### config.mk
export PLATFORM = sky130hd
export DESIGN_NAME = sm83_irq_top
export DESIGN_NICKNAME = d
export VERILOG_FILES = /design/src/hw/sm83_irq_pkg.sv /design/src/hw/sm83_bus_pkg.sv /design/src/hw/sm83_irq_prio_bit.sv /design/src/hw/sm83_irq_prio_chain.sv /design/src/hw/sm83_irq_regs.sv /design/src/hw/sm83_irq_dispatch.sv /design/src/hw/sm83_irq_top.sv
export SDC_FILE = /design/constraint.sdc
export NUM_CORES = 1
export LEC_CHECK = 0
export ABC_AREA = 0
export BUFFER_PORTS_ARGS = -buffer_cell sky130_fd_sc_hd__buf_2
export CAP_MARGIN = 20
export CORE_MARGIN = 3
export CORE_UTILIZATION = 25
export DETAILED_ROUTE_END_ITERATION = 6
export SLEW_MARGIN = 20
export SYNTH_ARGS = -nofsm -noshare
export SYNTH_HDL_FRONTEND = slang
export SYNTH_SLANG_ARGS = --single-unit
### constraint.sdc
create_clock -name clk -period 4.72 [get_ports clk]
set_input_delay 0.708 -clock clk [delete_from_list [all_inputs] [get_ports clk]]
set_output_delay 0.708 -clock clk [all_outputs]
set_load 0.03 [all_outputs]
### src/hw/sm83_irq_pkg.sv
// ------------------------------------------------------------
// Interrupt sources, vectors and dispatch sequencing.
// ------------------------------------------------------------

package sm83_irq_pkg;

	// One bit per source, bit 0 (vblank) has highest priority.
	typedef logic [4:0] irq_mask_t;

	// Index of a single source.
	typedef logic [2:0] irq_index_t;

	// Low byte of the jump target.
	typedef logic [7:0] irq_vector_t;

	localparam irq_vector_t VEC_BASE = 8'h40;
	localparam irq_vector_t VEC_STEP = 8'h08;

	// Nothing granted at the sample point.
	localparam irq_vector_t VEC_NONE = 8'h00;

	// One state per M-cycle of the dispatch.
	typedef enum logic [2:0] {
		IDLE,
		WAIT1,
		WAIT2,
		PUSH_HI,
		PUSH_LO,
		JUMP
	} dispatch_state_t;

endpackage

### src/hw/sm83_bus_pkg.sv
// ------------------------------------------------------------
// Register bus as seen by the interrupt unit.
// ------------------------------------------------------------

package sm83_bus_pkg;

	// CPU address space.
	typedef logic [15:0] bus_addr_t;

	// Data byte.
	typedef logic [7:0] bus_data_t;

	// Interrupt flag register, IO page.
	localparam bus_addr_t ADDR_IF = 16'hFF0F;

	// Interrupt enable register, last byte of the map.
	localparam bus_addr_t ADDR_IE = 16'hFFFF;

endpackage

### src/hw/sm83_irq_prio_bit.sv
`timescale 1ns/1ps
`default_nettype none

// One slice of the priority chain.
// The higher_in/higher_out pair is the distributed NOR that tells
// lower slices someone above them is pending. The grant flop takes
// the NAND term, pending and nobody above, at the sample strobe.
module sm83_irq_prio_bit (
	input  logic clk,
	input  logic rst_n,
	input  logic pending,
	input  logic sample,
	input  logic higher_in,
	output logic higher_out,
	output logic grant
);

	logic win;

	// Ripple of "somebody at or above is pending".
	assign higher_out = higher_in | pending;

	// Only the first pending slice wins.
	assign win = pending & ~higher_in;

	// ------------------------------------------------------------
	// Sampled grant, held until the next sample.
	// ------------------------------------------------------------
	always_ff @(posedge clk or negedge rst_n) begin
		if (!rst_n) begin
			grant <= 1'b0;
		end else if (sample) begin
			grant <= win;
		end
	end

endmodule

`default_nettype wire

### src/hw/sm83_irq_prio_chain.sv
`timescale 1ns/1ps
`default_nettype none

// Chain of priority slices, slice 0 at the top.
module sm83_irq_prio_chain #(
	parameter int NUM_IRQ = 5
) (
	input  logic                     clk,
	input  logic                     rst_n,
	input  sm83_irq_pkg::irq_mask_t  pending,
	input  logic                     sample,
	output sm83_irq_pkg::irq_mask_t  grant,
	output sm83_irq_pkg::irq_index_t grant_index
);

	logic [NUM_IRQ-1:0] higher;
	logic [NUM_IRQ-1:0] slice_grant;

	for (genvar i = 0; i < NUM_IRQ; i++) begin : g_slice
		logic higher_in;

		// Nothing sits above the first slice.
		if (i == 0) begin : g_head
			assign higher_in = 1'b0;
		end else begin : g_link
			assign higher_in = higher[i-1];
		end

		sm83_irq_prio_bit slice_i (
			.clk        (clk),
			.rst_n      (rst_n),
			.pending    (pending[i]),
			.sample     (sample),
			.higher_in  (higher_in),
			.higher_out (higher[i]),
			.grant      (slice_grant[i])
		);
	end

	always_comb begin
		grant = '0;
		grant[NUM_IRQ-1:0] = slice_grant;
	end

	// One-hot to index.
	always_comb begin
		grant_index = '0;
		for (int k = 0; k < NUM_IRQ; k++) begin
			if (slice_grant[k]) begin
				grant_index = sm83_irq_pkg::irq_index_t'(k);
			end
		end
	end

	a_grant_onehot: assert property (@(posedge clk) disable iff (!rst_n)
		$onehot0(grant));

endmodule

`default_nettype wire

### src/hw/sm83_irq_regs.sv
`timescale 1ns/1ps
`default_nettype none

// IF and IE registers on the register bus.
module sm83_irq_regs #(
	parameter int NUM_IRQ = 5
) (
	input  logic                    clk,
	input  logic                    rst_n,
	input  sm83_irq_pkg::irq_mask_t irq_req,
	input  sm83_bus_pkg::bus_addr_t addr,
	input  sm83_bus_pkg::bus_data_t wdata,
	input  logic                    wr,
	input  logic                    rd,
	input  sm83_irq_pkg::irq_mask_t ack,
	output sm83_bus_pkg::bus_data_t rdata,
	output sm83_irq_pkg::irq_mask_t pending
);

	logic [NUM_IRQ-1:0]      if_q;
	logic [NUM_IRQ-1:0]      if_wr;
	logic [NUM_IRQ-1:0]      if_d;
	sm83_bus_pkg::bus_data_t ie_q;
	sm83_irq_pkg::irq_mask_t if_full;
	logic                    sel_if;
	logic                    sel_ie;

	assign sel_if = addr == sm83_bus_pkg::ADDR_IF;
	assign sel_ie = addr == sm83_bus_pkg::ADDR_IE;

	// ------------------------------------------------------------
	// Flag update: bus write, then ack clear, then new requests.
	// ------------------------------------------------------------
	always_comb begin
		if_wr = if_q;
		if (wr && sel_if) begin
			if_wr = wdata[NUM_IRQ-1:0];
		end
		// A request in the ack cycle keeps its bit set.
		if_d = (if_wr & ~ack[NUM_IRQ-1:0]) | irq_req[NUM_IRQ-1:0];
	end

	always_ff @(posedge clk or negedge rst_n) begin
		if (!rst_n) begin
			if_q <= '0;
			ie_q <= '0;
		end else begin
			if_q <= if_d;
			if (wr && sel_ie) begin
				ie_q <= wdata;
			end
		end
	end

	// Zero-extend to the full source width.
	always_comb begin
		if_full = '0;
		if_full[NUM_IRQ-1:0] = if_q;
	end

	// Pending means flagged and enabled.
	always_comb begin
		pending = '0;
		pending[NUM_IRQ-1:0] = if_q & ie_q[NUM_IRQ-1:0];
	end

	// ------------------------------------------------------------
	// Read mux, IF has its unused top bits tied high.
	// ------------------------------------------------------------
	always_comb begin
		rdata = '0;
		if (rd) begin
			if (sel_if) begin
				rdata = {3'b111, if_full};
			end else if (sel_ie) begin
				rdata = ie_q;
			end
		end
	end

	a_ack_onehot: assert property (@(posedge clk) disable iff (!rst_n)
		$onehot0(ack));

endmodule

`default_nettype wire

### src/hw/sm83_irq_dispatch.sv
`timescale 1ns/1ps
`default_nettype none

// Master enable and the five M-cycle interrupt dispatch.
module sm83_irq_dispatch (
	input  logic                      clk,
	input  logic                      rst_n,
	input  logic                      instr_boundary,
	input  logic                      ei,
	input  logic                      di,
	input  sm83_irq_pkg::irq_mask_t   pending,
	input  sm83_irq_pkg::irq_mask_t   grant,
	input  sm83_irq_pkg::irq_index_t  grant_index,
	output logic                      sample,
	output sm83_irq_pkg::irq_mask_t   ack,
	output logic                      dispatch_busy,
	output logic                      vector_valid,
	output sm83_irq_pkg::irq_vector_t vector
);

	sm83_irq_pkg::dispatch_state_t state_q;
	sm83_irq_pkg::dispatch_state_t state_d;
	logic                          ime_q;
	logic                          start;
	logic                          in_jump;

	// Accept only between instructions, with IME set.
	assign start = (state_q == sm83_irq_pkg::IDLE) && instr_boundary &&
		ime_q && (pending != '0);

	// ------------------------------------------------------------
	// Dispatch sequence.
	// ------------------------------------------------------------
	always_comb begin
		state_d = state_q;
		case (state_q)
			sm83_irq_pkg::IDLE: begin
				if (start) begin
					state_d = sm83_irq_pkg::WAIT1;
				end
			end
			sm83_irq_pkg::WAIT1:   state_d = sm83_irq_pkg::WAIT2;
			sm83_irq_pkg::WAIT2:   state_d = sm83_irq_pkg::PUSH_HI;
			sm83_irq_pkg::PUSH_HI: state_d = sm83_irq_pkg::PUSH_LO;
			sm83_irq_pkg::PUSH_LO: state_d = sm83_irq_pkg::JUMP;
			sm83_irq_pkg::JUMP:    state_d = sm83_irq_pkg::IDLE;
			default:               state_d = sm83_irq_pkg::IDLE;
		endcase
	end

	always_ff @(posedge clk or negedge rst_n) begin
		if (!rst_n) begin
			state_q <= sm83_irq_pkg::IDLE;
		end else begin
			state_q <= state_d;
		end
	end

	// IME drops as the dispatch is accepted.
	// EI and DI only count while idle.
	always_ff @(posedge clk or negedge rst_n) begin
		if (!rst_n) begin
			ime_q <= 1'b0;
		end else if (start) begin
			ime_q <= 1'b0;
		end else if (!dispatch_busy) begin
			if (di) begin
				ime_q <= 1'b0;
			end else if (ei) begin
				ime_q <= 1'b1;
			end
		end
	end

	assign dispatch_busy = state_q != sm83_irq_pkg::IDLE;
	assign in_jump       = state_q == sm83_irq_pkg::JUMP;

	// Priority is frozen while the high byte goes out.
	assign sample = state_q == sm83_irq_pkg::PUSH_HI;

	// ------------------------------------------------------------
	// Vector and flag acknowledge.
	// ------------------------------------------------------------
	assign vector_valid = in_jump;
	assign ack          = in_jump ? grant : '0;

	always_comb begin
		vector = sm83_irq_pkg::VEC_NONE;
		if (in_jump && grant != '0) begin
			vector = sm83_irq_pkg::VEC_BASE +
				sm83_irq_pkg::VEC_STEP * sm83_irq_pkg::irq_vector_t'(grant_index);
		end
	end

	// The vector must follow a sample two cycles earlier.
	a_vector_after_sample: assert property (@(posedge clk) disable iff (!rst_n)
		vector_valid |-> state_q == sm83_irq_pkg::JUMP && $past(sample, 2));

	a_ime_low_busy: assert property (@(posedge clk) disable iff (!rst_n)
		dispatch_busy |-> !ime_q);

endmodule

`default_nettype wire

### src/hw/sm83_irq_top.sv
`timescale 1ns/1ps
`default_nettype none

// Interrupt unit, register file plus priority chain plus dispatch.
module sm83_irq_top #(
	parameter int NUM_IRQ = 5
) (
	input  logic                      clk,
	input  logic                      rst_n,
	input  sm83_irq_pkg::irq_mask_t   irq_req,
	input  sm83_bus_pkg::bus_addr_t   addr,
	input  sm83_bus_pkg::bus_data_t   wdata,
	input  logic                      wr,
	input  logic                      rd,
	output sm83_bus_pkg::bus_data_t   rdata,
	input  logic                      instr_boundary,
	input  logic                      ei,
	input  logic                      di,
	output logic                      dispatch_busy,
	output logic                      vector_valid,
	output sm83_irq_pkg::irq_vector_t vector
);

	sm83_irq_pkg::irq_mask_t  pending;
	sm83_irq_pkg::irq_mask_t  grant;
	sm83_irq_pkg::irq_mask_t  ack;
	sm83_irq_pkg::irq_index_t grant_index;
	logic                     sample;

	sm83_irq_regs #(.NUM_IRQ(NUM_IRQ)) regs_i (
		.clk(clk), .rst_n(rst_n), .irq_req(irq_req), .addr(addr), .wdata(wdata),
		.wr(wr), .rd(rd), .ack(ack), .rdata(rdata), .pending(pending)
	);

	sm83_irq_prio_chain #(.NUM_IRQ(NUM_IRQ)) chain_i (
		.clk(clk), .rst_n(rst_n), .pending(pending), .sample(sample),
		.grant(grant), .grant_index(grant_index)
	);

	sm83_irq_dispatch dispatch_i (
		.clk(clk), .rst_n(rst_n), .instr_boundary(instr_boundary), .ei(ei), .di(di),
		.pending(pending), .grant(grant), .grant_index(grant_index), .sample(sample),
		.ack(ack), .dispatch_busy(dispatch_busy), .vector_valid(vector_valid),
		.vector(vector)
	);

endmodule

`default_nettype wire

=== Word-level counts from Yosys, hierarchy flattened ===
Index checks and enable logic that the tools add are counted.

* Register bits: 22
* Latch bits: 0
* RAM bits: 0
* ROM bits: 0
* Bits of input ports: 36
* Output and inout bits: 18
* Logic and storage cells: 62
* Memories kept: 0

* $add $sub $neg: 1
* $mul: 0
* Divide/modulo/power cells: 0
* Magnitude comparators: 0
* Equal/unequal tests: 9
* Shift-type cells: 0
* Mux-type cells: 16
* Bitwise gates (word level): 15
* Reduce and logical (&&, ||, !) cells: 12

{| class="wikitable"
|+ Operators by type and width
! cell !! number
|-
| == test 16 bit (second input constant) || 2
|-
| 2-to-1 mux 8 bit || 4
|-
| one-hot mux 3 bit (5 select lines) || 1
|-
| AND 5 bit || 2
|-
| 2-to-1 mux 5 bit || 2
|-
| nonzero test 5 bit || 2
|-
| adder 7 x 6 -> 8 bit (first input constant) || 1
|-
| == test 3 x 2 -> 1 bit (second input constant) || 2
|-
| == test 3 bit (second input constant) || 2
|-
| logical AND 1 bit || 6
|-
| 2-to-1 mux 3 bit || 2
|-
| nonzero test 3 bit || 2
|-
| 2-to-1 mux 1 bit || 5
|-
| NOT 5 bit || 1
|-
| OR 5 bit || 1
|-
| AND 1 bit || 4
|-
| 2-to-1 mux 2 bit || 2
|-
| != test 2 x 1 -> 1 bit (second input constant) || 2
|-
| NOT 1 bit || 4
|-
| == test 3 x 1 -> 1 bit (second input constant) || 1
|-
| logical NOT 3 bit || 1
|-
| OR 1 bit || 3
|-
| AND reduction 2 bit || 1
|}

=== Logic depth before layout (Yosys ltp) ===
Gate-level depths: netlist of the first run.

* Depth in word-level cells: 6
* Mapped depth: 6
* Gate-level depth less buffers: 5

=== Hierarchy ===
Synthesis of the first run repeated with hierarchy kept, for this count alone.

* Cell total of the unflattened synthesis: 146
* Area, all modules: 1,407.6 um2

{| class="wikitable"
|+ By module, submodules not included
! module !! instances !! cells each !! area an instance (um2) !! seq. area each (um2)
|-
| sm83_irq_regs || 1 || 75 || 813.3 || 325.3
|-
| sm83_irq_dispatch || 1 || 39 || 319.1 || 100.1
|-
| sm83_irq_prio_bit || 5 || 5 || 47.5 || 25.0
|-
| sm83_irq_prio_chain || 1 || 7 || 37.5 || 0.0
|}

=== Worst setup path before layout of the first run ===
OpenSTA, ideal clock, no wires.

* Kind: input -> output
* Start point: input port addr[5]
* End point: output port rdata[5]
* Data arrival time: 2.073 ns
* Data required time: 4.012 ns
* Path slack: 1.939 ns
* Stages: 4
* Buffers on the path: 0
* Cells stage by stage: or4_4 > nor4_4 > a21oi_1 > nor2b_1

* Cells in the longest elaborated chain, start to end: 4
* Elaborated cells between the ends (all ways): 5
* Classes of those cells: eq/ne (2); mux (3)

{| class="wikitable"
|+ RTL lines
! item !! RTL line !! text
|-
| start: declaration || sm83_irq_top.sv:11 || <nowiki>input sm83_bus_pkg::bus_addr_t addr,</nowiki>
|-
| == test 16 bit || sm83_irq_regs.sv:29 || <nowiki>assign sel_ie = addr == sm83_bus_pkg::ADDR_IE;</nowiki>
|-
| 2-to-1 mux 8 bit || sm83_irq_regs.sv:75 || <nowiki>end else if (sel_ie) begin</nowiki>
|-
| 2-to-1 mux 8 bit * || sm83_irq_regs.sv:73 || <nowiki>if (sel_if) begin</nowiki>
|-
| 2-to-1 mux 8 bit * || sm83_irq_regs.sv:72 || <nowiki>if (rd) begin</nowiki>
|-
| end: declaration || sm83_irq_top.sv:15 || <nowiki>output sm83_bus_pkg::bus_data_t rdata,</nowiki>
|}

Every way passes the cells marked *; elsewhere a longest branch is shown, timed or not.

=== Worst setup path after layout of the first run ===
* Start point: input port addr[5]
* End point: output port rdata[4]

Same word-level chain as after synthesis.

==> results of run 1 <==
[flip-flops by register name, summed over array words and instances, names as in the netlist]
signal and cells:
chain_i.g_slice.slice_i.grant 5, regs_i.if_full 5, dispatch_i.state_q 3, regs_i.ie_q 8, dispatch_i.ime_q 1
[power by group through the flow]
stage               sequential [uW]  clock (uW)  combinational (uW)
floorplan                       218           0                78.2
global placement                228           0                98.0
detailed placement              229           0                98.8
CTS                             224         179                99.1
global route                    229         190                 110
finish                          225         178                97.9
[final cells by class]
type                    count  area (um2)
repair buffers             49         245
well taps                  65        81.3
fillers                   477        2950
inverters                   5        18.8
clock buffers               3        41.3
flip-flops and latches     22         551
clock inverters             1        30.0
multi-input cells          98         616
[kinds of logic (layout without fill, tap and decap cells)]
kind of cell | after synthesis | in the layout | synth area share, %
compound gates | 30 | 30 | 17.0
xor+xnor | 1 | 1 | 0.714
other cells | 1 | 4 | 0.306
mux | 8 | 8 | 7.34
simple gates | 55 | 55 | 23.9
flops | 22 | 22 | 44.9
buf+inv | 13 | 58 | 5.91
[critical path: stages]
cell	delay [ns]
buf_2	0.10
or4_4	0.54
nor4_4	0.59
and2_2	0.33
a22o_2	0.15
buf_2	0.19
[final timing paths]
check,from,cells past startpoint,end,slack (ns)
setup reg to reg,regs_i.if_full[0]$_DFF_PN0_,4,dispatch_i.state_q[0]$_DFFE_PN0P_,3.20
hold reg to reg,regs_i.ie_q[7]$_DFFE_PN0P_,1,regs_i.ie_q[7]$_DFFE_PN0P_,0.51
hold / removal,rst_n,1,regs_i.ie_q[7]$_DFFE_PN0P_,0.40
min in group clk,regs_i.ie_q[7]$_DFFE_PN0P_,1,regs_i.ie_q[7]$_DFFE_PN0P_,0.51
max in group asynchronous,rst_n,1,regs_i.ie_q[1]$_DFFE_PN0P_,3.99
setup / recovery,addr[5],6,rdata[4],1.39
[cells in the mapped netlist (2+ instances only)]
library cell and instances:
a21oi_1 6, a22o_2 5, a31oi_1 6, buf_4 4, clkbuf_1 2, dfrtp_1 22
inv_1 5, mux2_2 8, nand2_1 22, nand3b_1 2, nand4_1 11, nor2_1 5
nor2b_1 3, nor3_1 5, nor4_1 2, o211ai_1 5, o21ai_0 4
[metal layers]
layer | global-route usage (%) | wire length, um | vias up
met5 | 0 | 0 | -
met2 | 17.7 | 1520 | 28
met1 | 15.2 | 1470 | 528
li1 | - | - | 568
met3 | 3.31 | 157 | 0
met4 | 1.09 | 0 | 0
[metrics by stage]
stage / cells / hold slack [ns] / area [um2]
floorplan: 133 / 0.412 / 1240
global placement: 239 / 0.491 / 1510
detailed placement: 239 / 0.496 / 1510
CTS: 243 / 0.421 / 1580
global route: 243 / 0.437 / 1580
finish: 243 / 0.398 / 1580
==> key figures, run 1 <==
Power
  – Worst IR Drop VDD: 0.266 mV
  – Clock power frac: 35.5%
  – LEAKAGE: 0.000765 uW
  – Net Switching: 143 uW
  – Power density over the cells: 316 nW/um2
  – Final Power: 500 uW
  – Seq pwr share: 44.9%
  – Switch share: 28.7%
  – Combinational power share: 19.6%
  – Pint: 357 uW

Timing
  – Max Fclk: 301 MHz
  – Final min period: 3.33 ns
  – Clock skew: 0.00216 ns
  – Pins Over Slew Limit: 0
  – Slew HR: 55.6%
  – Period utilization: 70.4%
  – Final Worst Setup Slack: 1.39 ns
  – TNS Setup: 0 ns
  – Worst Tran Pin Value: 0.661 ns
  – RSZ-0062 raised after global routing: false
  – Final Hold Viols: 0
  – Final setup fails: 0

GRT
  – Initial antenna violation count: 0
  – Largest net degree at the start of global routing: 23
  – Global-route wire length before repair: 5300 um
  – Tot GR Track Use: 11.0%
  – GRT overflow: 0
  – Vias in the first global route: 1131

Clocking
  – # clock sinks: 22
  – H-tree depth: 1
  – Clock slew seen by the registers of the worst setup and hold paths: 0.08 ns
  – CTS tree: built
  – Clock Path Buffers: 2
  – Hold buffers post-CTS: 0
  – Clock latency on the worst-skew pair: 0.26 ns
  – Post-cts gate resize count: 0
  – CTS Buf Count: 3
  – Post-CTS Setup Repair Bufs: 0
  – Clock root buffer: clkbuf_8

Final layout
  – Area grow syn2layout: 29.0%
  – Final nets: 215
  – Most common cell after layout, fill and taps aside: buf_2
  – Final core occ: 34.9%
  – Commonest cells after routing, fill and taps aside: buf_2 (49), nand2_1 (22), dfrtp_1 (22)
  – Layout cells sized above 1: 38.8%
  – Ant diodes: 0

Worst setup path
  – WS Path Type: input pin to primary output
  – Worst path arrival time: 2.62 ns
  – Worst EP required: 4.01 ns
  – Setup crit start kind: input pin
  – CP Max Fanout: 14
  – CP Capture Type: primary output

Floorplanning
  – Core box area: 4530 um2
  – Initial Util: 27.1%
  – Die Y: 76.1 um
  – I/O pin count: 54
  – Placement row count: 24
  – Die width: 76.1 um
  – Die area: 5790 um2

Synthesis
  – Mapped cell area: 1230 um2
  – Main synth FF type: dfrtp_1
  – Post-synthesis sequential area ratio: 44.9%
  – Synth area leaders: dfrtp_1 (45%), mux2_2 (7.3%), nand2_1 (6.7%), nand4_1 (5.6%), a22o_2 (4.1%)
  – Netlist cell types: 30
  – Avg Cell Area, Syn: 9.44 um2
  – Synth top area share: 44.9%
  – Area leader, netlist: dfrtp_1
  – Ys async rst share: 100%
  – Post-synthesis instance total: 130
  – Synth Register Bits: 22
  – Synth Warn #: 0
  – EDFF count, synth: 0

Detailed routing
  – DRC viols: 0
  – Vias: 1124
  – Drt pass-1 iters: 4
  – Post-detailed-route count of antenna-violating nets: 0
  – Total wire length: 3150 um
  – Drt wl/cell: 13.0 um
  – Initial DRC Count: 52
  – Via density: 4.63

Place
  – Routability cong.: 0.737
  – Port Buf Inserts: 49
  – Worst slack, placed: 1.38 ns
  – HPWL Detailed: 2490 um

Flow run
  – Max-cap viol count: 0

Min path
  – Worst Hold Class: input pin to async pin

Status
  – Status: complete, no violations
Note: power is estimated with default switching activity, not from simulation.
==> run 2, diff against run 1 <==
clock period = 3.03 ns   (was 4.72 ns; I/O delays follow)
==> key figures, run 2 (synthesis gave the netlist of run 1 again) <==
Worst setup path
  – Setup crit start kind: input pin (unchanged)
  – Worst path arrival time: 2.02 ns (was 2.62 ns)
  – Origin of the critical flop-to-flop path: regs_i.if_full[0]$_DFF_PN0_ (unchanged)
  – Cell family with most CP delay: simple AND/OR/NAND/NOR gates (unchanged)
  – Most frequent cell on the critical path: buf_2 (unchanged)
  – CP Max Fanout: 5 (was 14)
  – Critical Path Slowest Stage Cell: nor4_1 (was nor4_4)
  – CP cell instances: buf_2 -> nand4_1 -> nor4_1 -> and3_1 -> a22o_2 -> buf_2 (was buf_2 -> or4_4 -> nor4_4 -> and2_2 -> a22o_2 -> buf_2)
  – WS Path Type: input pin to primary output (unchanged)
  – Worst r2r dst: dispatch_i.state_q[0]$_DFFE_PN0P_ (unchanged)
  – CP bufs+invs: 2 (unchanged)
  – FF-to-FF setup slack: 1.47 ns (was 3.20 ns)
  – Reg2Reg Depth: 4 (unchanged)
  – Crit path launch: addr[11] (was addr[5])
  – CP Capture Type: primary output (unchanged)
  – Worst EP required: 2.58 ns (was 4.01 ns)
  – Max incr delay on CP: 0.57 ns (was 0.59 ns)

Final layout
  – Final nets: 216 (was 215)
  – Final core occ: 34.7% (was 34.9%)
  – Commonest cells after routing, fill and taps aside: buf_2 (49), nand2_1 (22), dfrtp_1 (22) (unchanged)
  – Post-Layout Cell Count: 244 (was 243)
  – Register area: 551 um2 (unchanged)
  – Max FFs per register: 8 (unchanged)
  – Register name with the most flops: regs_i.ie_q (unchanged)
  – Multi-input gate area: 616 um2 (unchanged)
  – Filler cells: 480 (was 477)
  – Area grow syn2layout: 28.2% (was 29.0%)
  – Ant diodes: 0 (unchanged)
  – Most common cell after layout, fill and taps aside: buf_2 (unchanged)
  – Layout cells sized above 1: 39.1% (was 38.8%)

Power
  – Final Power: 720 uW (was 500 uW)
  – Worst IR Drop VDD: 0.158 mV (was 0.266 mV)
  – Seq pwr share: 48.6% (was 44.9%)
  – Clock power frac: 30.2% (was 35.5%)
  – LEAKAGE: 0.000764 uW (was 0.000765 uW)
  – Pint: 495 uW (was 357 uW)
  – Switch share: 31.2% (was 28.7%)
  – Power density over the cells: 457 nW/um2 (was 316 nW/um2)
  – Combinational power share: 21.2% (was 19.6%)
  – Net Switching: 224 uW (was 143 uW)

Floorplanning
  – I/O pin count: 54 (unchanged)
  – Die width: 76.1 um (unchanged)
  – Initial Util: 27.1% (unchanged)
  – Core box area: 4530 um2 (unchanged)
  – Placement row count: 24 (unchanged)
  – Die Y: 76.1 um (unchanged)
  – Die area: 5790 um2 (unchanged)

Place
  – HPWL Detailed: 2470 um (was 2490 um)
  – Port Buf Inserts: 49 (unchanged)
  – Routability cong.: 0.713 (was 0.737)
  – Placed insts: 240 (was 239)

Clocking
  – H-tree depth: 1 (unchanged)
  – Hold buffers post-CTS: 0 (unchanged)
  – Clock slew seen by the registers of the worst setup and hold paths: 0.09 ns (was 0.08 ns)
  – Post-cts gate resize count: 0 (unchanged)
  – CTS tree: built (unchanged)
  – Post-CTS Setup Repair Bufs: 0 (unchanged)
  – # clock sinks: 22 (unchanged)
  – Clock latency on the worst-skew pair: 0.27 ns (was 0.26 ns)
  – Clock root buffer: clkbuf_8 (unchanged)
  – CTS Buf Count: 3 (unchanged)
  – Clock Path Buffers: 2 (unchanged)

GRT
  – Tot GR Track Use: 10.9% (was 11.0%)
  – GRT overflow: 0 (unchanged)
  – Global-route wire length before repair: 5310 um (was 5300 um)
  – Largest net degree at the start of global routing: 23 (unchanged)
  – Vias in the first global route: 1064 (was 1131)
  – Initial antenna violation count: 0 (unchanged)

Detailed routing
  – Drt pass-1 iters: 4 (unchanged)
  – Vias: 1109 (was 1124)
  – Via density: 4.55 (was 4.63)
  – Post-detailed-route count of antenna-violating nets: 0 (unchanged)
  – Drt wl/cell: 12.9 um (was 13.0 um)
  – Total wire length: 3150 um (about the same)
  – Initial DRC Count: 34 (was 52)
  – DRC viols: 0 (unchanged)

Timing
  – Clock skew: 0.00675 ns (was 0.00216 ns)
  – Final setup fails: 0 (unchanged)
  – Slew HR: 63.4% (was 55.6%)
  – Final min period: 2.47 ns
  – Period utilization: 81.6%
  – Final Hold Viols: 0 (unchanged)
  – Pins Over Slew Limit: 0 (unchanged)
  – Worst Tran Pin Value: 0.544 ns (was 0.661 ns)
  – RSZ-0062 raised after global routing: false (unchanged)
  – Hold slack: 0.139 ns (was 0.398 ns)
  – Max Fclk: 405 MHz
  – TNS Setup: 0 ns (unchanged)

Min path
  – Worst Hold Class: input pin to async pin (unchanged)

Flow run
  – Max-cap viol count: 0 (unchanged)

Status
  – Status: complete, no violations (unchanged)
==> run 2: changes by cell type in the layout (fill, tap and decap cells not counted) <==
cell / before / now
buf_4: 0 / 1
bufinv_16: 1 / 0
clkbuf_8: 3 / 4
==> run 2: layout make-up <==
cell class	instances	area share, %
clock buffers	4	3.50
multi-input cells	98	39.1
repair buffers	50	16.1
inverters	5	1.19
well taps	65	5.17
flip-flops and latches	22	35.0
==> run 2: layer usage <==
metal | vias to the layer above | GRT usage, % | part of all wire [%]
met1 | 506 | 15.1 | 47
li1 | 572 | - | -
met3 | 2 | 2.36 | 5.6
met5 | - | 0 | 0
met2 | 29 | 17.4 | 47
met4 | 0 | 2.72 | 0.82
==> run 2: worst register-to-register path: stages, from the launching register on <==
cell and delay, ns:
dfrtp_1 0.43, a222oi_1 0.57, a31oi_1 0.19, nor3_1 0.17, a211oi_1 0.07
==> run 2: per-stage QoR <==
step                instance area (um2)  setup WS (ns)
CTS                                1570          0.533
finish                             1570          0.558
global placement                   1520          0.568
floorplan                          1240          0.756
global route                       1570          0.357
detailed placement                 1520          0.528
==> run 2: worst max path at each step <==
stage                     cells after the start  slack, ns        to
after CTS                                     6       0.53  rdata[2]
after floorplan                               4       0.76  rdata[5]
after global routing                          6       0.36  rdata[3]
after detailed placement                      6       0.53  rdata[2]
final                                         6       0.56  rdata[2]
after global placement                        6       0.57  rdata[4]
==> run 2: power groups by stage <==
stage	clock (uW)	sequential (uW)	combinational (uW)
after floorplan	0	340	122
after global placement	0	355	153
after detailed placement	0	356	155
after CTS	222	350	155
after global routing	234	356	170
final	217	350	152
